### config.mk
export PLATFORM = sky130hd
export DESIGN_NAME = gem_csc_cluster_top
export DESIGN_NICKNAME = d
export VERILOG_FILES = /design/src/gem_csc_pkg.sv /design/src/pad_xky_rom.sv /design/src/roll_wire_rom.sv /design/src/cluster_window_calc.sv /design/src/window_credit_fifo.sv /design/src/gem_csc_cluster_top.sv
export VERILOG_INCLUDE_DIRS = /design/src
export SDC_FILE = /design/constraint.sdc
export NUM_CORES = 1
export LEC_CHECK = 0
export ABC_AREA = 1
export BUFFER_PORTS_ARGS = -buffer_cell sky130_fd_sc_hd__clkbuf_2
export CORE_MARGIN = 10
export CORE_UTILIZATION = 30
export DETAILED_ROUTE_END_ITERATION = 8
export PLACE_DENSITY = 0.52
export SETUP_SLACK_MARGIN = 0.1
export SYNTH_ARGS = -nofsm -noshare
export SYNTH_HDL_FRONTEND = slang
export SYNTH_HIERARCHICAL = 1
export SYNTH_SLANG_ARGS = --single-unit
export TNS_END_PERCENT = 10
### constraint.sdc
create_clock -name logic_clock -period 7.25 [get_ports logic_clock]
set_clock_uncertainty 0.15 [all_clocks]
set_input_delay 0.725 -clock logic_clock [delete_from_list [all_inputs] [get_ports logic_clock]]
set_output_delay 0.725 -clock logic_clock [all_outputs]
set_load 0.05 [all_outputs]
### src/gem_csc_config.svh
`ifndef GEM_CSC_CONFIG_SVH
`define GEM_CSC_CONFIG_SVH

// gem side widths
`define GEM_RAW_BITS      14
`define ROLL_BITS         3
`define PAD_BITS          8
`define SIZE_BITS         3

// matching window fields
`define DELTAHS_BITS      5
`define DELTAWIRE_BITS    3

// csc side widths and limits
`define MXXKYB            10
`define WIREBITS          7
`define MAXWIRE           47
`define MINKEYME1B        0
`define MAXKEYME1B        511
`define MINKEYME1A        512
`define MAXKEYME1A        895

// table geometry
`define PAD_COUNT         192
`define MAXPAD            191
`define ROLL_COUNT        8
// only roll 7 reaches into me1a
`define ME1A_ROLL         7
`define WG_PER_ROLL       6
`define PAD_XKY_STEP      2
`define ME1B_XKY_OFFSET   64

// result buffer and credits
`define WINDOW_FIFO_DEPTH 8
`define FIFO_PTR_BITS     3
`define CREDIT_BITS       4

`endif

### src/gem_csc_pkg.sv
`include "gem_csc_config.svh"

package gem_csc_pkg;

  // one gem cluster as delivered by the optical link
  typedef struct packed {
    logic [`GEM_RAW_BITS-1:0] raw;
    logic                     vpf;
    logic [`ROLL_BITS-1:0]    roll;
    // first pad of the cluster, 0 to 191
    logic [`PAD_BITS-1:0]     pad;
    // extra pads beyond the first one
    logic [`SIZE_BITS-1:0]    size;
  } gem_cluster_t;

  // static matching setup, only changed while idle
  typedef struct packed {
    logic                       evenchamber;
    logic                       match_enable;
    logic                       me1a_enable;
    logic                       me1b_enable;
    // window in half-strips
    logic [`DELTAHS_BITS-1:0]   deltahs;
    // window in wiregroups
    logic [`DELTAWIRE_BITS-1:0] deltawire;
  } match_cfg_t;

  // csc station part a cluster is matched to
  typedef enum logic {
    REGION_ME1B = 1'b0,
    REGION_ME1A = 1'b1
  } csc_region_e;

  // translated cluster, ranges already widened
  typedef struct packed {
    logic [`GEM_RAW_BITS-1:0] raw;
    logic                     vpf;
    csc_region_e              region;
    logic [`WIREBITS-1:0]     wire_lo;
    logic [`WIREBITS-1:0]     wire_hi;
    logic [`WIREBITS-1:0]     wire_mi;
    logic [`MXXKYB-1:0]       xky_lo;
    logic [`MXXKYB-1:0]       xky_hi;
    logic [`MXXKYB-1:0]       xky_mi;
  } csc_window_t;

endpackage

### src/pad_xky_rom.sv
`include "gem_csc_config.svh"

module pad_xky_rom #(
  parameter bit IS_ME1A = 1'b0,
  parameter bit IS_ODD  = 1'b0
) (
  input  logic                 logic_clock,
  input  logic [`PAD_BITS-1:0] adr0,
  input  logic [`PAD_BITS-1:0] adr1,
  output logic [`MXXKYB-1:0]   rd0,
  output logic [`MXXKYB-1:0]   rd1
);

  // even chambers count up from the region base
  localparam int EVEN_BASE = IS_ME1A ? `MINKEYME1A : `ME1B_XKY_OFFSET;
  // odd chambers are mirrored, count down from the top
  localparam int ODD_TOP = IS_ME1A ? `MAXKEYME1A :
                           (`ME1B_XKY_OFFSET + `PAD_XKY_STEP * `MAXPAD + 1);

  logic [`MXXKYB-1:0] xky_table [`PAD_COUNT];

  // constant table, built from chamber geometry
  for (genvar p = 0; p < `PAD_COUNT; p++) begin : g_fill
    if (IS_ODD) begin : g_odd
      assign xky_table[p] = `MXXKYB'(ODD_TOP - `PAD_XKY_STEP * p);
    end else begin : g_even
      assign xky_table[p] = `MXXKYB'(EVEN_BASE + `PAD_XKY_STEP * p);
    end
  end

  // two read ports, one cycle latency
  always_ff @(posedge logic_clock) begin
    rd0 <= xky_table[adr0];
    rd1 <= xky_table[adr1];
  end

  // pads above 191 do not exist, the translator has to clamp
  a_adr_in_range: assert property (@(posedge logic_clock)
    (adr0 <= `MAXPAD) && (adr1 <= `MAXPAD));

endmodule

### src/roll_wire_rom.sv
`include "gem_csc_config.svh"

module roll_wire_rom #(
  parameter bit IS_MAX = 1'b0,
  parameter bit IS_ODD = 1'b0
) (
  input  logic                  logic_clock,
  input  logic [`ROLL_BITS-1:0] adr,
  output logic [`WIREBITS-1:0]  rd
);

  // offset of this bound inside one roll band
  localparam int BAND_OFFSET = IS_MAX ? (`WG_PER_ROLL - 1) : 0;

  logic [`WIREBITS-1:0] wire_table [`ROLL_COUNT];

  for (genvar r = 0; r < `ROLL_COUNT; r++) begin : g_fill
    if (IS_ODD) begin : g_odd
      // odd chamber, roll 0 sits at the top wiregroups
      assign wire_table[r] = `WIREBITS'(`MAXWIRE - (`WG_PER_ROLL - 1) - `WG_PER_ROLL * r
                                        + BAND_OFFSET);
    end else begin : g_even
      assign wire_table[r] = `WIREBITS'(`WG_PER_ROLL * r + BAND_OFFSET);
    end
  end

  // registered read
  always_ff @(posedge logic_clock) begin
    rd <= wire_table[adr];
  end

endmodule

### src/cluster_window_calc.sv
`include "gem_csc_config.svh"

module cluster_window_calc (
  input  logic                      logic_clock,
  input  logic                      rst,
  input  gem_csc_pkg::match_cfg_t   cfg,
  input  gem_csc_pkg::gem_cluster_t cluster_in,
  input  logic                      cluster_push,
  output gem_csc_pkg::csc_window_t  result,
  output logic                      result_push
);

  import gem_csc_pkg::*;

  // stage 1 addressing
  logic [`PAD_BITS:0]       pad_sum;
  logic [`PAD_BITS-1:0]     pad_lo;
  logic [`PAD_BITS-1:0]     pad_hi;
  logic                     is_me1a;

  // stage 1 registers, aligned with the rom outputs
  logic                     s1_push;
  logic [`GEM_RAW_BITS-1:0] s1_raw;
  logic                     s1_vpf;
  csc_region_e              s1_region;

  // rom outputs
  logic [`MXXKYB-1:0]       me1a_even_lo;
  logic [`MXXKYB-1:0]       me1a_even_hi;
  logic [`MXXKYB-1:0]       me1a_odd_lo;
  logic [`MXXKYB-1:0]       me1a_odd_hi;
  logic [`MXXKYB-1:0]       me1b_even_lo;
  logic [`MXXKYB-1:0]       me1b_even_hi;
  logic [`MXXKYB-1:0]       me1b_odd_lo;
  logic [`MXXKYB-1:0]       me1b_odd_hi;
  logic [`WIREBITS-1:0]     wg_min_even;
  logic [`WIREBITS-1:0]     wg_max_even;
  logic [`WIREBITS-1:0]     wg_min_odd;
  logic [`WIREBITS-1:0]     wg_max_odd;

  // stage 2 window math
  logic [`MXXKYB-1:0]       xky_a;
  logic [`MXXKYB-1:0]       xky_b;
  logic [`MXXKYB-1:0]       key_min;
  logic [`MXXKYB-1:0]       key_max;
  logic [`MXXKYB-1:0]       xky_real_lo;
  logic [`MXXKYB-1:0]       xky_real_hi;
  logic [`MXXKYB:0]         xky_hi_sum;
  logic [6:0]               deltaxky;
  logic [`WIREBITS-1:0]     wire_a;
  logic [`WIREBITS-1:0]     wire_b;
  logic [`WIREBITS-1:0]     wire_real_lo;
  logic [`WIREBITS-1:0]     wire_real_hi;
  logic [`WIREBITS:0]       wire_hi_sum;

  // last pad of the cluster, kept inside the chamber
  assign pad_sum = cluster_in.pad + cluster_in.size;
  // invalid clusters look up pad 0 on both ports
  assign pad_lo  = cluster_in.vpf ? cluster_in.pad : '0;
  assign pad_hi  = !cluster_in.vpf ? '0 :
                   (pad_sum > `MAXPAD) ? `PAD_BITS'(`MAXPAD) : pad_sum[`PAD_BITS-1:0];
  assign is_me1a = (cluster_in.roll == `ROLL_BITS'(`ME1A_ROLL)) && cfg.me1a_enable;

  pad_xky_rom #(.IS_ME1A(1'b1), .IS_ODD(1'b0)) u_me1a_even (
    .logic_clock(logic_clock), .adr0(pad_lo), .adr1(pad_hi),
    .rd0(me1a_even_lo), .rd1(me1a_even_hi)
  );
  pad_xky_rom #(.IS_ME1A(1'b1), .IS_ODD(1'b1)) u_me1a_odd (
    .logic_clock(logic_clock), .adr0(pad_lo), .adr1(pad_hi),
    .rd0(me1a_odd_lo), .rd1(me1a_odd_hi)
  );
  pad_xky_rom #(.IS_ME1A(1'b0), .IS_ODD(1'b0)) u_me1b_even (
    .logic_clock(logic_clock), .adr0(pad_lo), .adr1(pad_hi),
    .rd0(me1b_even_lo), .rd1(me1b_even_hi)
  );
  pad_xky_rom #(.IS_ME1A(1'b0), .IS_ODD(1'b1)) u_me1b_odd (
    .logic_clock(logic_clock), .adr0(pad_lo), .adr1(pad_hi),
    .rd0(me1b_odd_lo), .rd1(me1b_odd_hi)
  );

  // roll to wiregroup band, both bounds and both parities
  roll_wire_rom #(.IS_MAX(1'b0), .IS_ODD(1'b0)) u_wg_min_even (
    .logic_clock(logic_clock), .adr(cluster_in.roll), .rd(wg_min_even)
  );
  roll_wire_rom #(.IS_MAX(1'b1), .IS_ODD(1'b0)) u_wg_max_even (
    .logic_clock(logic_clock), .adr(cluster_in.roll), .rd(wg_max_even)
  );
  roll_wire_rom #(.IS_MAX(1'b0), .IS_ODD(1'b1)) u_wg_min_odd (
    .logic_clock(logic_clock), .adr(cluster_in.roll), .rd(wg_min_odd)
  );
  roll_wire_rom #(.IS_MAX(1'b1), .IS_ODD(1'b1)) u_wg_max_odd (
    .logic_clock(logic_clock), .adr(cluster_in.roll), .rd(wg_max_odd)
  );

  // side info travels with the rom read
  always_ff @(posedge logic_clock) begin
    s1_raw    <= cluster_in.raw;
    s1_region <= is_me1a ? REGION_ME1A : REGION_ME1B;
    s1_vpf    <= cluster_in.vpf && cfg.match_enable && (cfg.me1b_enable || is_me1a);
  end

  always_ff @(posedge logic_clock) begin
    if (rst) begin
      s1_push <= 1'b0;
    end else begin
      s1_push <= cluster_push;
    end
  end

  // pick table by region and parity, region sets the clamp limits
  always_comb begin
    if (s1_region == REGION_ME1A) begin
      xky_a   = cfg.evenchamber ? me1a_even_lo : me1a_odd_lo;
      xky_b   = cfg.evenchamber ? me1a_even_hi : me1a_odd_hi;
      key_min = `MXXKYB'(`MINKEYME1A);
      key_max = `MXXKYB'(`MAXKEYME1A);
    end else begin
      xky_a   = cfg.evenchamber ? me1b_even_lo : me1b_odd_lo;
      xky_b   = cfg.evenchamber ? me1b_even_hi : me1b_odd_hi;
      key_min = `MXXKYB'(`MINKEYME1B);
      key_max = `MXXKYB'(`MAXKEYME1B);
    end
  end

  assign wire_a = cfg.evenchamber ? wg_min_even : wg_min_odd;
  assign wire_b = cfg.evenchamber ? wg_max_even : wg_max_odd;

  // odd strip order runs backwards, put ends in order
  assign xky_real_lo  = (xky_a < xky_b) ? xky_a : xky_b;
  assign xky_real_hi  = (xky_a < xky_b) ? xky_b : xky_a;
  assign wire_real_lo = (wire_a < wire_b) ? wire_a : wire_b;
  assign wire_real_hi = (wire_a < wire_b) ? wire_b : wire_a;

  // half-strip window to eighth-strip units
  assign deltaxky    = {cfg.deltahs, 2'b00};
  assign xky_hi_sum  = xky_real_hi + deltaxky;
  assign wire_hi_sum = wire_real_hi + cfg.deltawire;

  // widen, clamp at chamber edges, register
  always_ff @(posedge logic_clock) begin
    result.raw     <= s1_raw;
    result.vpf     <= s1_vpf;
    result.region  <= s1_region;
    result.xky_lo  <= (xky_real_lo > key_min + deltaxky) ? xky_real_lo - deltaxky : key_min;
    result.xky_hi  <= (xky_hi_sum > key_max) ? key_max : xky_hi_sum[`MXXKYB-1:0];
    result.xky_mi  <= xky_real_lo[`MXXKYB-1:1] + xky_real_hi[`MXXKYB-1:1]
                      + (xky_real_lo[0] | xky_real_hi[0]);
    result.wire_lo <= (wire_real_lo > cfg.deltawire) ? wire_real_lo - cfg.deltawire : '0;
    result.wire_hi <= (wire_hi_sum < `MAXWIRE) ? wire_hi_sum[`WIREBITS-1:0]
                                               : `WIREBITS'(`MAXWIRE);
    result.wire_mi <= wire_real_lo[`WIREBITS-1:1] + wire_real_hi[`WIREBITS-1:1]
                      + (wire_real_lo[0] | wire_real_hi[0]);
  end

  always_ff @(posedge logic_clock) begin
    if (rst) begin
      result_push <= 1'b0;
    end else begin
      result_push <= s1_push;
    end
  end

  // ordering must survive the widening for both parities
  a_wire_ordered: assert property (@(posedge logic_clock) disable iff (rst)
    result_push |-> result.wire_lo <= result.wire_hi);
  a_xky_ordered: assert property (@(posedge logic_clock) disable iff (rst)
    result_push |-> result.xky_lo <= result.xky_hi);

endmodule

### src/window_credit_fifo.sv
`include "gem_csc_config.svh"

module window_credit_fifo (
  input  logic                     logic_clock,
  input  logic                     rst,
  input  gem_csc_pkg::csc_window_t result,
  input  logic                     result_push,
  input  logic                     window_credit,
  output gem_csc_pkg::csc_window_t window_out,
  output logic                     window_valid,
  output logic                     cluster_credit
);

  import gem_csc_pkg::*;

  localparam int DEPTH = `WINDOW_FIFO_DEPTH;

  // storage, no reset on payload
  csc_window_t               mem [DEPTH];
  logic [`FIFO_PTR_BITS-1:0] wr_ptr;
  logic [`FIFO_PTR_BITS-1:0] rd_ptr;
  logic [`CREDIT_BITS-1:0]   fill_cnt;
  // credits granted by the csc matcher
  logic [`CREDIT_BITS-1:0]   credit_cnt;
  logic                      empty;
  logic                      full;
  logic                      send;

  assign empty = (fill_cnt == '0);
  assign full  = (fill_cnt == `CREDIT_BITS'(DEPTH));
  // head leaves when something is queued and a credit is held
  assign send  = !empty && (credit_cnt != '0);

  assign window_valid   = send;
  assign window_out     = mem[rd_ptr];
  // freed slot goes back upstream in the same cycle
  assign cluster_credit = send;

  always_ff @(posedge logic_clock) begin
    if (result_push) begin
      mem[wr_ptr] <= result;
    end
  end

  always_ff @(posedge logic_clock) begin
    if (rst) begin
      wr_ptr     <= '0;
      rd_ptr     <= '0;
      fill_cnt   <= '0;
      credit_cnt <= '0;
    end else begin
      // pointers wrap naturally, depth is a power of two
      if (result_push) begin
        wr_ptr <= wr_ptr + 1'b1;
      end
      if (send) begin
        rd_ptr <= rd_ptr + 1'b1;
      end
      case ({result_push, send})
        2'b10:   fill_cnt <= fill_cnt + 1'b1;
        2'b01:   fill_cnt <= fill_cnt - 1'b1;
        default: fill_cnt <= fill_cnt;
      endcase
      // grant and send together cancel out
      case ({window_credit, send})
        2'b10:   credit_cnt <= credit_cnt + 1'b1;
        2'b01:   credit_cnt <= credit_cnt - 1'b1;
        default: credit_cnt <= credit_cnt;
      endcase
    end
  end

  // upstream credit loop keeps the buffer from overflowing
  a_no_overflow: assert property (@(posedge logic_clock) disable iff (rst)
    !(result_push && full));
  // sink never grants more than the buffer holds
  a_credit_bound: assert property (@(posedge logic_clock) disable iff (rst)
    credit_cnt <= DEPTH);

endmodule

### src/gem_csc_cluster_top.sv
module gem_csc_cluster_top (
  input  logic                      logic_clock,
  input  logic                      rst,
  input  gem_csc_pkg::match_cfg_t   cfg,
  input  gem_csc_pkg::gem_cluster_t cluster_in,
  input  logic                      cluster_push,
  output logic                      cluster_credit,
  output gem_csc_pkg::csc_window_t  window_out,
  output logic                      window_valid,
  input  logic                      window_credit
);

  import gem_csc_pkg::*;

  // translated cluster into the buffer
  csc_window_t result;
  logic        result_push;

  // two stage translation, rom read then window math
  cluster_window_calc u_calc (
    .logic_clock (logic_clock),
    .rst         (rst),
    .cfg         (cfg),
    .cluster_in  (cluster_in),
    .cluster_push(cluster_push),
    .result      (result),
    .result_push (result_push)
  );

  // credit controlled output queue
  window_credit_fifo u_fifo (
    .logic_clock   (logic_clock),
    .rst           (rst),
    .result        (result),
    .result_push   (result_push),
    .window_credit (window_credit),
    .window_out    (window_out),
    .window_valid  (window_valid),
    .cluster_credit(cluster_credit)
  );

endmodule

=== Yosys cells after proc, flatten, opt, wreduce, memory -nomap -nowiden ===
Memories as Yosys holds them, arrays and structs flattened. A register that Yosys moved wholly into a read port is not among the register bits.
Index checks and enable logic that the tools add are counted.

* Flip-flop bits (word level): 99
* Output and inout bits: 69
* Word-level logic and storage cells: 100
* Input port bits: 45
* ROM bits: 20704
* Memories kept: 13
* Memory bits (writable): 536

* Reduce and logical (&&, ||, !) cells: 10
* Magnitude comparators: 7
* $add $sub $neg: 16
* Equal/unequal tests: 5
* Bitwise logic cells: 5
* Mux-type cells: 26

{| class="wikitable"
|+ Memory list
! memory !! words !! bits a word !! rd ports !! clocked after memory_dff !! write ports !! line !! RTL
|-
| (name not given) || 256 || 10 || 1 || 1 || 0 || pad_xky_rom.sv:34 || <nowiki>rd1 <= xky_table[adr1];</nowiki>
|-
| (name not given) || 256 || 10 || 1 || 1 || 0 || pad_xky_rom.sv:33 || <nowiki>rd0 <= xky_table[adr0];</nowiki>
|-
| (name not given) || 256 || 10 || 1 || 1 || 0 || pad_xky_rom.sv:34 ||
|-
| (name not given) || 256 || 10 || 1 || 1 || 0 || pad_xky_rom.sv:33 ||
|-
| (name not given) || 256 || 10 || 1 || 1 || 0 || pad_xky_rom.sv:34 ||
|-
| (name not given) || 256 || 10 || 1 || 1 || 0 || pad_xky_rom.sv:33 ||
|-
| +7 memories || - || - || - || - || - || - ||
|}

{| class="wikitable"
|+ Operators with widths
! cell !! count
|-
| $mux 10 || 12
|-
| $mux 7 || 4
|-
| $mux 8 || 3
|-
| $not 8->9 || 2
|-
| $pmux 4 s2 || 2
|-
| $add 10x7->11 || 1
|-
| $gt 11x10->1 || 1
|-
| $add 10x10->10 || 1
|-
| $add 10x7->10 || 1
|-
| $add 9x9->10 || 1
|-
| $gt 10x10->1 || 1
|-
| $lt 10x10->1 || 1
|-
| $sub 10x7->10 || 1
|-
| $add 8x3->9 || 1
|-
| $gt 9x8->1 const B || 1
|-
| $add 4x1->4 const B || 2
|-
| $add 7x3->8 || 1
|-
| $lt 8x6->1 const B || 1
|-
| $sub 4x1->4 const B || 2
|-
| $add 6x6->7 || 1
|-
| $add 7x7->7 || 1
|-
| $gt 7x3->1 || 1
|-
| $lt 7x7->1 || 1
|-
| $sub 7x3->7 || 1
|-
| other kinds (14) || 25
|}

=== Logic depth before layout (Yosys ltp) ===
Gate-level depths: netlist of run 1.

* Depth in word-level cells: 7
* Gate-level depth with buffers: 36
* Gate-level depth less buffers: 31

=== By module ===
The synthesis of run 1 kept the hierarchy.

{| class="wikitable"
|+ Modules (own cells, without submodules)
! module !! area each (um^2) !! seq. area each (um^2) !! instances !! cells each
|-
| window_credit_fifo || 21852.2 || 16435.8 || 1 || 1639
|-
| cluster_window_calc || 5454.0 || 1701.6 || 1 || 739
|-
| pad_xky_rom (u_calc.u_me1b_odd) || 473.0 || 320.3 || 1 || 48
|-
| pad_xky_rom (u_calc.u_me1b_even) || 429.2 || 320.3 || 1 || 35
|-
| pad_xky_rom (u_calc.u_me1a_odd) || 426.7 || 320.3 || 1 || 39
|-
| pad_xky_rom (u_calc.u_me1a_even) || 377.9 || 320.3 || 1 || 26
|-
| roll_wire_rom (u_calc.u_wg_max_odd) || 230.2 || 100.1 || 1 || 25
|-
| roll_wire_rom (u_calc.u_wg_max_even) || 217.7 || 100.1 || 1 || 25
|-
| roll_wire_rom (u_calc.u_wg_min_odd) || 214.0 || 100.1 || 1 || 23
|-
| roll_wire_rom (u_calc.u_wg_min_even) || 205.2 || 100.1 || 1 || 24
|}

=== Least setup slack after synthesis of run 1 ===
OpenSTA, ideal clock, no wires.

* Path kind: input -> register
* Start point: input port cfg[11] (netlist bit)
* End point: register u_calc/result[11] (netlist name)
* Buffers on the path: 6
* Data arrival time: 5.594 ns
* Path slack: 1.386 ns
* Setup time: 0.120 ns
* Required time: 6.980 ns
* Stages: 34
* Path through: inv_1 buf_2 buf_2 clkbuf_1 nand2_1 a32oi_1 inv_1 ha_1 nand2_1 nor4_4 nand2_4 nand2_4 buf_6 buf_6 clkbuf_1 o21ai_0 ha_1 nand3_1 nand2_1 a21oi_1 o21ai_0 nand3_1 xnor2_1 ha_1 nand2_1 nor4_1 nor3b_1 nand3_1 nor2_1 nand3_1 nand2_2 nand2_2 inv_4 nand2_1

* Longest elaborated chain between the ends: 7
* Elaborated cells between the ends (all ways): 11
* Classes of those cells: 1 x add/sub; 2 x order compare; 8 x mux

{| class="wikitable"
|+ Ends and longest elaborated chain
! element !! line !! RTL
|-
| start, declared || gem_csc_cluster_top.sv:4 || <nowiki>input gem_csc_pkg::match_cfg_t cfg,</nowiki>
|-
| $mux 10 (on tied branches) || - ||
|-
| $mux 10 || cluster_window_calc.sv:112 || <nowiki>if (s1_region == REGION_ME1A) begin</nowiki>
|-
| $lt 10x10->1 || cluster_window_calc.sv:130 || <nowiki>assign xky_real_hi = (xky_a < xky_b) ? xky_b : xky_a;</nowiki>
|-
| $mux 10 (*) || cluster_window_calc.sv:130 ||
|-
| $add 10x7->11 (*) || cluster_window_calc.sv:136 || <nowiki>assign xky_hi_sum = xky_real_hi + deltaxky;</nowiki>
|-
| $gt 11x10->1 || cluster_window_calc.sv:145 || <nowiki>result.xky_hi <= (xky_hi_sum > key_max) ? key_max : xky_hi_sum[`MXXKYB-1:0];</nowiki>
|-
| $mux 10 (*) || cluster_window_calc.sv:145 ||
|}

Every way passes the cells marked *; elsewhere a longest branch is shown, timed or not.
A chain may end at the register's enable or synchronous reset.

=== Worst setup path after layout of run 1 ===
* Start point: input port cfg[11] (netlist bit)
* End point: register u_calc/result[11] (netlist name)

* Longest elaborated chain between the ends: 7
* Elaborated cells between the ends (all ways): 11
* Classes of those cells: 1 x add/sub; 2 x order compare; 8 x mux

{| class="wikitable"
|+ Ends and longest elaborated chain
! element !! line
|-
| $mux 10 (on tied branches) || -
|-
| $mux 10 || cluster_window_calc.sv:112
|-
| $lt 10x10->1 || cluster_window_calc.sv:130
|-
| $mux 10 (*) || cluster_window_calc.sv:130
|-
| $add 10x7->11 (*) || cluster_window_calc.sv:136
|-
| $gt 11x10->1 || cluster_window_calc.sv:145
|-
| $mux 10 (*) || cluster_window_calc.sv:145
|}

Marked as above.

==> flow_summary.yaml, run 1 <==
sta:
  tightest_slew_ps: 1094
  rsz0062_at_grt: "false"
  fmax_mhz: 171.0
  finalSetupViolations: 0
  setup_tns_ps: 0
  fin_crit_sh_pct: 80.66
  slew_viol_final: 0
  slew_headroom_pct: 26.92
  period_minus_slack_ps: 5848
  fin_ws_ps: 1402
  hold_viol: 0
clock_tree:
  htree_levels: 3
  clockBufferDepth: 3
  postCtsHoldBufs: 3
  clock_latency_ps: 650
  cts.sinks: 722
  cts_buffers: 80
  clk_pin_slew_ps: 60
  cts_resized: 0
  root_buffer: "clkbuf_16"
  post_cts_buffers: 0
  cts_tree: "built"
grt:
  antenna_found_initial: 3
  grt_pass1_wl_um: 106000
  grt_usage_pct: 12.08
  gr-total-overflow: 0
  grt_pass1_vias: 17480
  grt_max_degree: 186
yosys:
  yosysTopAreaCell: "edfxtp_1"
  yosysSeqAreaShare_pct: 66.33
  yosysUniqueCellTypes: 54
  synth.area.top_cells: "edfxtp_1 (54%), dfxtp_1 (12%), nand2_1 (5.4%)"
  ys.flop_type: "edfxtp_1"
  synthArstFlopShare_pct: 0
  synth_edf_count: 536
  synth.avg_cell_area_um2: 11.39
  syn-cell-area_um2: 29880
  synthCells: 2623
  netlist_top_cells_count: "edfxtp_1 (536), nand2_1 (426), nor2_1 (344), o21ai_0 (201), dfxtp_1 (186)"
  yosysTopAreaCellShare_pct: 53.87
  synth-seq-cells: 722
  synth.most_common_cell: "edfxtp_1"
  yosys_warnings: 6
layout:
  final_net_count: 2843
  stdcell_area_um2: 34130
  syn2layout_area_growth_pct: 14.22
  drive_above_1_share_pct: 11.70
worst_setup_path:
  startpoint: "cfg[11]"
  endpoint_kind: "flip-flop"
  reg2reg_depth: 31
  slowest_delay_ps: 540
  start_kind: "input pin"
  crit_slowest_cell: "inv_1"
  cp.arrival_ps: 6200
  crit_path_frequent_cell: "nand2_1"
  timing.rr.start: "u_calc/s1_region$_DFF_P_"
  crit_fanout: 39
  path_class: "in2reg"
  r2r_slack_ps: 1470
  r2r-end: "u_calc/result[11]$_SDFF_PN1_"
  cp.required_ps: 7600
  cp-endpoint: "u_calc/result[11]$_SDFF_PN1_"
place:
  dp_hpwl_um: 40020
  post-place-ws_ps: 753.5
  io_buffers: 113
  gp_congestion: 0.8160
  dpl_cell_area_um2: 31440
route:
  viasPerCell: 4.468
  drc: 0
  wl_per_cell_um: 17.05
  ant_nets: 0
  vias: 18170
  drt_iter0_drc: 1153
  drtPass1Iterations: 5
  drt_wl_total_um: 69340
floorplanning:
  initial_utilization_pct: 30.32
  rows: 115
  die_w_um: 335.6
  pin_count: 114
  dieArea_um2: 112600
  die_height_um: 335.6
  core_um2: 98560
status:
  outcome: "finished clean"
pwr:
  peakVddDrop_v: 0.0002655
  p_leak_nw: 12.94
  p_per_area_nw_per_um2: 370.4
flow_run:
  maxCapViolations: 0
hold_path:
  worstHoldPathType: "in2reg"
==> worst min path at each step <==
stage	from	endpoint	slack, ps	cells past startpoint
2_1_floorplan	u_calc/s1_vpf$_DFF_P_	u_calc/result[52]$_DFF_P_	160	0
3_3_place_gp	u_calc/s1_raw[6]$_DFF_P_	u_calc/result[59]$_DFF_P_	160	0
3_5_place_dp	u_calc/s1_raw[5]$_DFF_P_	u_calc/result[58]$_DFF_P_	160	0
4_1_cts	cluster_in[25]	u_calc/s1_raw[10]$_DFF_P_	0.2	1
5_1_grt	cluster_in[16]	u_calc/s1_raw[1]$_DFF_P_	5	1
6_report	cluster_in[25]	u_calc/s1_raw[10]$_DFF_P_	40	1
==> layout make-up <==
cell class / instances / area (um2)
Fill cell: 9644 / 64440
Tap cell: 1287 / 1610
Sequential cell: 722 / 19830
Timing Repair Buffer: 139 / 805.8
Clock buffer: 110 / 2266
Clock inverter: 39 / 389.1
Multi-Input combinational cell: 1581 / 8503
Inverter: 187 / 715.7
Antenna cell: 3 / 7.507
==> cell usage in the layout (no fill, tap or decap), types with 14 or more instances in the layout <==
cell | netlist | routed
o22ai_1 | 71 | 71
o21ai_0 | 201 | 201
o21ai_1 | 125 | 125
inv_1 | 180 | 179
edfxtp_1 | 536 | 536
xor2_1 | 20 | 20
a21oi_1 | 69 | 69
or2_2 | 16 | 16
clkbuf_1 | 38 | 16
mux2i_1 | 68 | 68
conb_1 | 13 | 25
buf_4 | 30 | 20
clkinv_2 | 0 | 14
clkbuf_2 | 6 | 113
clkbuf_16 | 0 | 81
nand2_1 | 426 | 426
dfxtp_1 | 186 | 183
nand3_1 | 42 | 42
nor2_1 | 344 | 336
ha_1 | 78 | 78
==> logic make-up (layout without fill, tap and decap cells) <==
group,count (synthesis),count (layout),share of synthesized area (%)
compound gates,505,505,9.233
xor+xnor,31,31,0.9087
fa+ha+maj,87,87,3.869
buf+inv,332,475,5.565
flops,722,722,66.33
mux,68,68,2.278
other cells,13,28,0.1633
simple gates,865,865,11.65
==> worst max-delay path: cells and delay by family <==
kind	cells	cell delay, ps
AND/OR/NAND/NOR	16	2030
AO/OA/AOI/OAI	6	1140
buffers and inverters	5	1090
adder cells (fa/ha/maj)	3	1030
XOR/XNOR	1	160
==> power breakdown <==
group | internal, mW | switching (mW)
Combinational | 0.903 | 2.44
Clock | 2.35 | 1.65
Sequential | 4.92 | 0.379
==> sequential cells by signal, indices dropped and copies added (netlist names), 4 cells and up, named ones only <==
name                     flops
u_fifo/mem                 536
u_calc/result               67
u_calc/s1_raw               14
u_calc/u_me1a_even/rd0       8
u_calc/u_me1a_even/rd1       8
u_calc/u_me1a_odd/rd0        8
u_calc/u_me1a_odd/rd1        8
u_calc/u_me1b_even/rd0       8
u_calc/u_me1b_even/rd1       8
u_calc/u_me1b_odd/rd0        8
u_calc/u_me1b_odd/rd1        8
u_calc/u_wg_max_even/rd      5
u_calc/u_wg_max_odd/rd       5
u_calc/u_wg_min_even/rd      5
u_calc/u_wg_min_odd/rd       5
u_fifo/credit_cnt            4
u_fifo/fill_cnt              4
==> per-stage QoR <==
stage / power [mW] / instances / util [%] / hold slack (ps)
finish: 12.64 / 4068 / 34.63 / 43.65
global route: 13.34 / 4065 / 34.62 / 5.130
CTS: 12.85 / 4065 / 34.62 / 0.2359
detailed placement: 8.800 / 3913 / 31.89 / 162.1
global placement: 8.786 / 3913 / 31.89 / 162.8
floorplan: 7.875 / 2635 / - / 159.6
==> layer usage <==
metal / track usage [%] / part of all wire, %
met2: 19.49 / 46
met3: 2.342 / 4.3
met1: 16.52 / 48
met5: 0 / 0
met4: 2.948 / 1.8
(Power assumes the default switching activity.)
==> run 2, diff against run 1 <==
--- a/config.mk
+++ b/config.mk
@@ -6,7 +6,7 @@
 export SDC_FILE = /design/constraint.sdc
 export NUM_CORES = 1
 export LEC_CHECK = 0
-export ABC_AREA = 1
+export ABC_AREA = 0
 export BUFFER_PORTS_ARGS = -buffer_cell sky130_fd_sc_hd__clkbuf_2
 export CORE_MARGIN = 10
 export CORE_UTILIZATION = 30
==> constraint.sdc (replaced) <==
create_clock -name logic_clock -period 5.7 [get_ports logic_clock]
set_clock_uncertainty 0.15 [all_clocks]
set_input_delay 0.57 -clock logic_clock [delete_from_list [all_inputs] [get_ports logic_clock]]
set_output_delay 0.57 -clock logic_clock [all_outputs]
set_load 0.05 [all_outputs]
==> flow_summary.yaml, run 2 <==
yosys:
  synth_xor_area_share_pct: 1.372
  synth_edf_count: 536
  synth.area.top_cells: "edfxtp_1 (55%), dfxtp_1 (13%), mux4_2 (11%)"
  synthMuxAreaShare_pct: 17.61
  synthCells: 1624
  synth-seq-cells: 722
  synth.avg_cell_area_um2: 18.08
  synth_fa_ha_area_share_pct: 3.937
  yosysTopAreaCell: "edfxtp_1"
  ys.flop_type: "edfxtp_1"
  netlist_top_cells_count: "edfxtp_1 (536), dfxtp_1 (186), mux4_2 (139), inv_1 (89), nor2_1 (86)"
  synth.most_common_cell: "edfxtp_1"
  yosysSeqAreaShare_pct: 67.50
  syn-cell-area_um2: 29360
  yosys.area_share.simple_pct: 3.413
  synthArstFlopShare_pct: 0
  yosys_warnings: 6
  yosysUniqueCellTypes: 82
  yosysTopAreaCellShare_pct: 54.82
  synth_compound_area_share_pct: 2.945
  synth_top_family_by_area: "multiplexers"
floorplanning:
  die_w_um: 332.8
  pin_count: 114
  dieArea_um2: 110800
  core_um2: 96850
  rows: 114
  die_height_um: 332.8
  initial_utilization_pct: 30.32
grt:
  grt_pass1_vias: 15200
  grt_pass1_wl_um: 95790
  gr-total-overflow: 0
  antenna_found_initial: 5
  grt_max_degree: 66
  grt_usage_pct: 11.27
route:
  ant_nets: 0
  drt_wl_total_um: 63270
  wl_per_cell_um: 20.11
  drtPass1Iterations: 7
  viasPerCell: 4.542
  drt_iter0_drc: 851
  vias: 14290
  drc: 0
clock_tree:
  root_buffer: "clkbuf_16"
  clockBufferDepth: 3
  cts_buffers: 78
  clock_latency_ps: 630
  cts.sinks: 722
  cts_tree: "built"
  htree_levels: 3
  clk_pin_slew_ps: 60
worst_setup_path:
  cp.required_ps: 6050
  endpoint_kind: "flip-flop"
  cp.arrival_ps: 5410
  path_class: "reg2reg"
  crit_fanout: 22
  start_kind: "flip-flop"
  reg2reg_depth: 22
layout:
  largest_registers: "u_fifo/mem x536, u_calc/result x67, u_calc/s1_raw x14"
  drive_above_1_share_pct: 29.11
  largest_reg_flops: 536
  layout_common_cells: "edfxtp_1 (536), dfxtp_1 (183), mux4_2 (139)"
  stdcell_area_um2: 34150
  regMostFlops: "u_fifo/mem"
  final_common_cell: "edfxtp_1"
  syn2layout_area_growth_pct: 16.31
  fill_cells: 9009
  multi_input_area_um2: 8788
  final_util_pct: 35.26
  seq_area_um2: 19830
  final_net_count: 1937
sta:
  fin_hold_ws_ps: 127.1
  fmax_mhz: 197.7
  setup_tns_ps: 0
  slew_viol_final: 0
  period_minus_slack_ps: 5059
  finalSetupViolations: 0
  slew_headroom_pct: 24.17
  fin_crit_sh_pct: 88.75
  rsz0062_at_grt: "false"
  tightest_slew_ps: 1135
  hold_viol: 0
pwr:
  p_per_area_nw_per_um2: 429.9
  p_leak_nw: 11.97
  peakVddDrop_v: 0.0001962
place:
  io_buffers: 113
  dpl_cell_area_um2: 31450
  dp_hpwl_um: 39150
  gp_congestion: 0.7913
flow_run:
  maxCapViolations: 0
hold_path:
  hold_depth: 2
  worstHoldPathType: "in2reg"
status:
  outcome: "finished clean"
run 2: cell types whose count changed after synthesis, sizes merged, moves of 70 or more:
cell / change
inv: -96
mux2: +88
mux4: +156
nand2: -397
nor2: -262
o21ai: -314
o22ai: -70
run 2: worst max-delay path: stages (launching register included):
cell and delay, ps:
dfxtp_1 320, buf_6 240, mux4_2 380, ha_1 370
a21oi_1 150, nor2b_1 50, o21ai_0 300, nand4_4 240
buf_4 220, nand2_1 50, o21ai_0 70, ha_1 200
a21o_1 170, a21oi_2 180, o21bai_1 90, a21oi_2 200
xor2_1 120, ha_1 280, nand2_1 50, nor4_1 240
nand4b_1 190, a21oi_4 310, mux2_4 330
run 2: final timing paths:
kind | slack [ps] | to | from
max | 640 | u_calc/result[17]$_DFF_P_ | u_calc/s1_region$_DFF_P_
min | 130 | u_calc/s1_vpf$_DFF_P_ | cfg[10]
max reg2reg | 640 | u_calc/result[17]$_DFF_P_ | u_calc/s1_region$_DFF_P_
min reg2reg | 180 | u_calc/result[66]$_DFF_P_ | u_calc/s1_raw[13]$_DFF_P_
run 2: repair_timing:
action                                  in CTS  in global routing
setup buffers                                0                  0
resized for setup                            0                  1
hold buffers                                15                  0
endpoints found under the setup margin       0                  2
hold endpoints to repair                    15                  0
run 2: where the power goes:
| part | total, mW | switching (mW) | internal [mW] |
|---|---|---|---|
| logic | 3.04 | 1.73 | 1.31 |
| clock network | 4.92 | 2.05 | 2.87 |
| registers | 6.72 | 0.481 | 6.24 |
run 2: layout make-up:
cell class | instances | share of cell area, %
sequential | 722 | 58.07
multi-input combinational | 746 | 25.73
clock buffer | 107 | 6.426
tap | 1276 | 4.675
timing repair buffer | 168 | 3.096
clock inverter | 37 | 1.015
inverter | 89 | 0.9782
antenna | 1 | 0.007328
run 2: through the flow:
step           setup WS (ps)  power, mW  std cells
4_1_cts                506.4      14.93       3145
3_3_place_gp           140.5      9.878       2986
3_5_place_dp           56.38      9.937       2986
2_1_floorplan         -113.0      9.155       1636
5_1_grt                131.4      15.37       3145
6_report               641.3      14.68       3146
run 2: logic make-up after synthesis:
family,Yosys count
adders and majority gates,87
and+or+nand+nor,197
DFF,722
buffers and inverters,168
xor gates and xnor gates,46
muxes,279
AOI/OAI and AO/OA,112
other,13
run 2: routing by layer:
layer | GRT usage (%) | vias up | part of all wire (%)
met3 | 2.180 | 90 | 4.3
li1 | - | 6549 | -
met2 | 18.74 | 297 | 48
met5 | 0 | - | 0.021
met4 | 3.231 | 2 | 1.8
met1 | 14.85 | 7351 | 46
==> run 3, diff against run 2 <==
==> constraint.sdc (replaced) <==
create_clock -name logic_clock -period 5.55 [get_ports logic_clock]
set_clock_uncertainty 0.15 [all_clocks]
set_input_delay 0.555 -clock logic_clock [delete_from_list [all_inputs] [get_ports logic_clock]]
set_output_delay 0.555 -clock logic_clock [all_outputs]
set_load 0.05 [all_outputs]
==> flow_summary.yaml, run 3 (same netlist as run 2, synthesis figures left out) <==
sta:
  finalSetupViolations: 0
  fin_crit_sh_pct: 89.99
  tightest_slew_ps: 1102
  setup_tns_ps: 0
  fin_hold_ws_ps: 75.91
  slew_viol_final: 0
  fmax_mhz: 200.2
  period_minus_slack_ps: 4995
  slew_headroom_pct: 26.38
  hold_viol: 0
  rsz0062_at_grt: "false"
clock_tree:
  clockBufferDepth: 3
  cts_buffers: 76
  clk_pin_slew_ps: 60
  clock_latency_ps: 620
  post_cts_buffers: 0
  cts_tree: "built"
  htree_levels: 3
  cts.sinks: 722
  root_buffer: "clkbuf_16"
grt:
  gr-total-overflow: 0
  grt_usage_pct: 11.14
  grt_max_degree: 61
  grt_pass1_vias: 14970
  antenna_found_initial: 6
  grt_pass1_wl_um: 94640
worst_setup_path:
  path_class: "reg2reg"
  cp.required_ps: 5900
  crit_fanout: 8
  cp.arrival_ps: 5340
  reg2reg_depth: 23
  start_kind: "flip-flop"
  endpoint_kind: "flip-flop"
layout:
  regMostFlops: "u_fifo/mem"
  fin_cells: 3140
  final_common_cell: "edfxtp_1"
  fill_cells: 9015
  drive_above_1_share_pct: 28.65
  largest_registers: "u_fifo/mem x536, u_calc/result x67, u_calc/s1_raw x14"
  n_antenna_cell: 0
  largest_reg_flops: 536
  layout_common_cells: "edfxtp_1 (536), dfxtp_1 (182), mux4_2 (139)"
  final_net_count: 1933
  syn2layout_area_growth_pct: 16.36
pwr:
  peakVddDrop_v: 0.0001995
  p_per_area_nw_per_um2: 440.5
  p_leak_nw: 11.96
route:
  viasPerCell: 4.503
  drc: 0
  drt_iter0_drc: 873
  vias: 14140
  drt_wl_total_um: 62400
  ant_nets: 0
  drtPass1Iterations: 5
  wl_per_cell_um: 19.87
floorplanning:
  initial_utilization_pct: 30.32
  die_height_um: 332.8
  die_w_um: 332.8
  pin_count: 114
  rows: 114
  dieArea_um2: 110800
  core_um2: 96850
hold_path:
  worstHoldPathType: "in2reg"
  hold_depth: 2
place:
  gp_congestion: 0.7868
  dp.cells: 2984
  io_buffers: 113
  dp_hpwl_um: 38350
flow_run:
  maxCapViolations: 0
status:
  outcome: "finished clean"
run 3: changes by cell type in the layout (fill, tap and decap cells not counted), sizes merged:
| cell | delta |
|---|---|
| buf | -2 |
| clkinvlp | -3 |
| diode | -1 |
| clkinv | -2 |
| clkbuf | +6 |
| bufinv | +1 |
| inv | -5 |
run 3: final timing paths:
path                                 start                         to  slack [ps]
setup / recovery  u_calc/s1_region$_DFF_P_  u_calc/result[17]$_DFF_P_         560
hold / removal                     cfg[10]      u_calc/s1_vpf$_DFF_P_          80
setup reg to reg  u_calc/s1_region$_DFF_P_  u_calc/result[17]$_DFF_P_         560
hold reg to reg   u_calc/s1_raw[0]$_DFF_P_  u_calc/result[53]$_DFF_P_         170
run 3: what timing repair did:
item / 4_1_cts / 5_1_grt
hold buffers: 15 / 0
setup endpoints to repair: 0 / 7
endpoints found under the hold margin: 15 / 0
gates resized for setup: 0 / 1
run 3: cell type report:
| cell class | count | area, um2 | area share (%) |
|---|---|---|---|
| Clock buffer | 113 | 2238 | 6.552 |
| Timing Repair Buffer | 166 | 1101 | 3.223 |
| Sequential cell | 722 | 19830 | 58.05 |
| Clock inverter | 28 | 275.3 | 0.8057 |
| Tap cell | 1276 | 1597 | 4.673 |
| Inverter | 89 | 334.1 | 0.9778 |
| Multi-Input combinational cell | 746 | 8788 | 25.72 |
run 3: routing by layer:
layer / vias to the layer above / track usage (%) / routed length, um
li1: 6531 / - / -
met1: 7291 / 14.44 / 28420
met2: 231 / 18.55 / 30070
met3: 85 / 2.337 / 2679
met4: 2 / 3.487 / 1207
met5: - / 0 / 12
run 3: report_power, final:
| part | internal, mW | switching, mW |
|---|---|---|
| sequential | 6.41 | 0.459 |
| clock | 2.99 | 2.03 |
| combinational | 1.35 | 1.81 |
| total | 10.8 | 4.30 |
run 3: critical path: stages, from the launching register on:
cell and delay, ps:
dfxtp_2 460, buf_4 250, mux4_2 330, inv_1 100, ha_1 350, nand2_1 100
nor3_4 250, a31oi_2 140, nand4_4 160, buf_4 180, o21ai_0 100, ha_1 210
a21o_1 170, a21oi_2 170, o21bai_1 90, a21oi_2 190, nor2_1 80, xnor2_1 120
mux2i_1 230, ha_1 290, nand2_1 80, o21bai_1 110, a21oi_4 220, mux2_4 310
run 3: metrics by stage:
| stage | worst slack [ps] | area (um2) | utilization [%] | power, mW |
|---|---|---|---|---|
| 6_report | 555.4 | 34170 | 35.28 | 15.05 |
| 5_1_grt | 212.0 | 34170 | 35.28 | 15.76 |
| 4_1_cts | 371.8 | 34160 | 35.28 | 15.29 |
| 3_5_place_dp | 3.894 | 31500 | 32.52 | 10.21 |
| 3_3_place_gp | 145.9 | 31500 | 32.52 | 10.15 |
| 2_1_floorplan | -263.0 | 29490 | - | 9.405 |
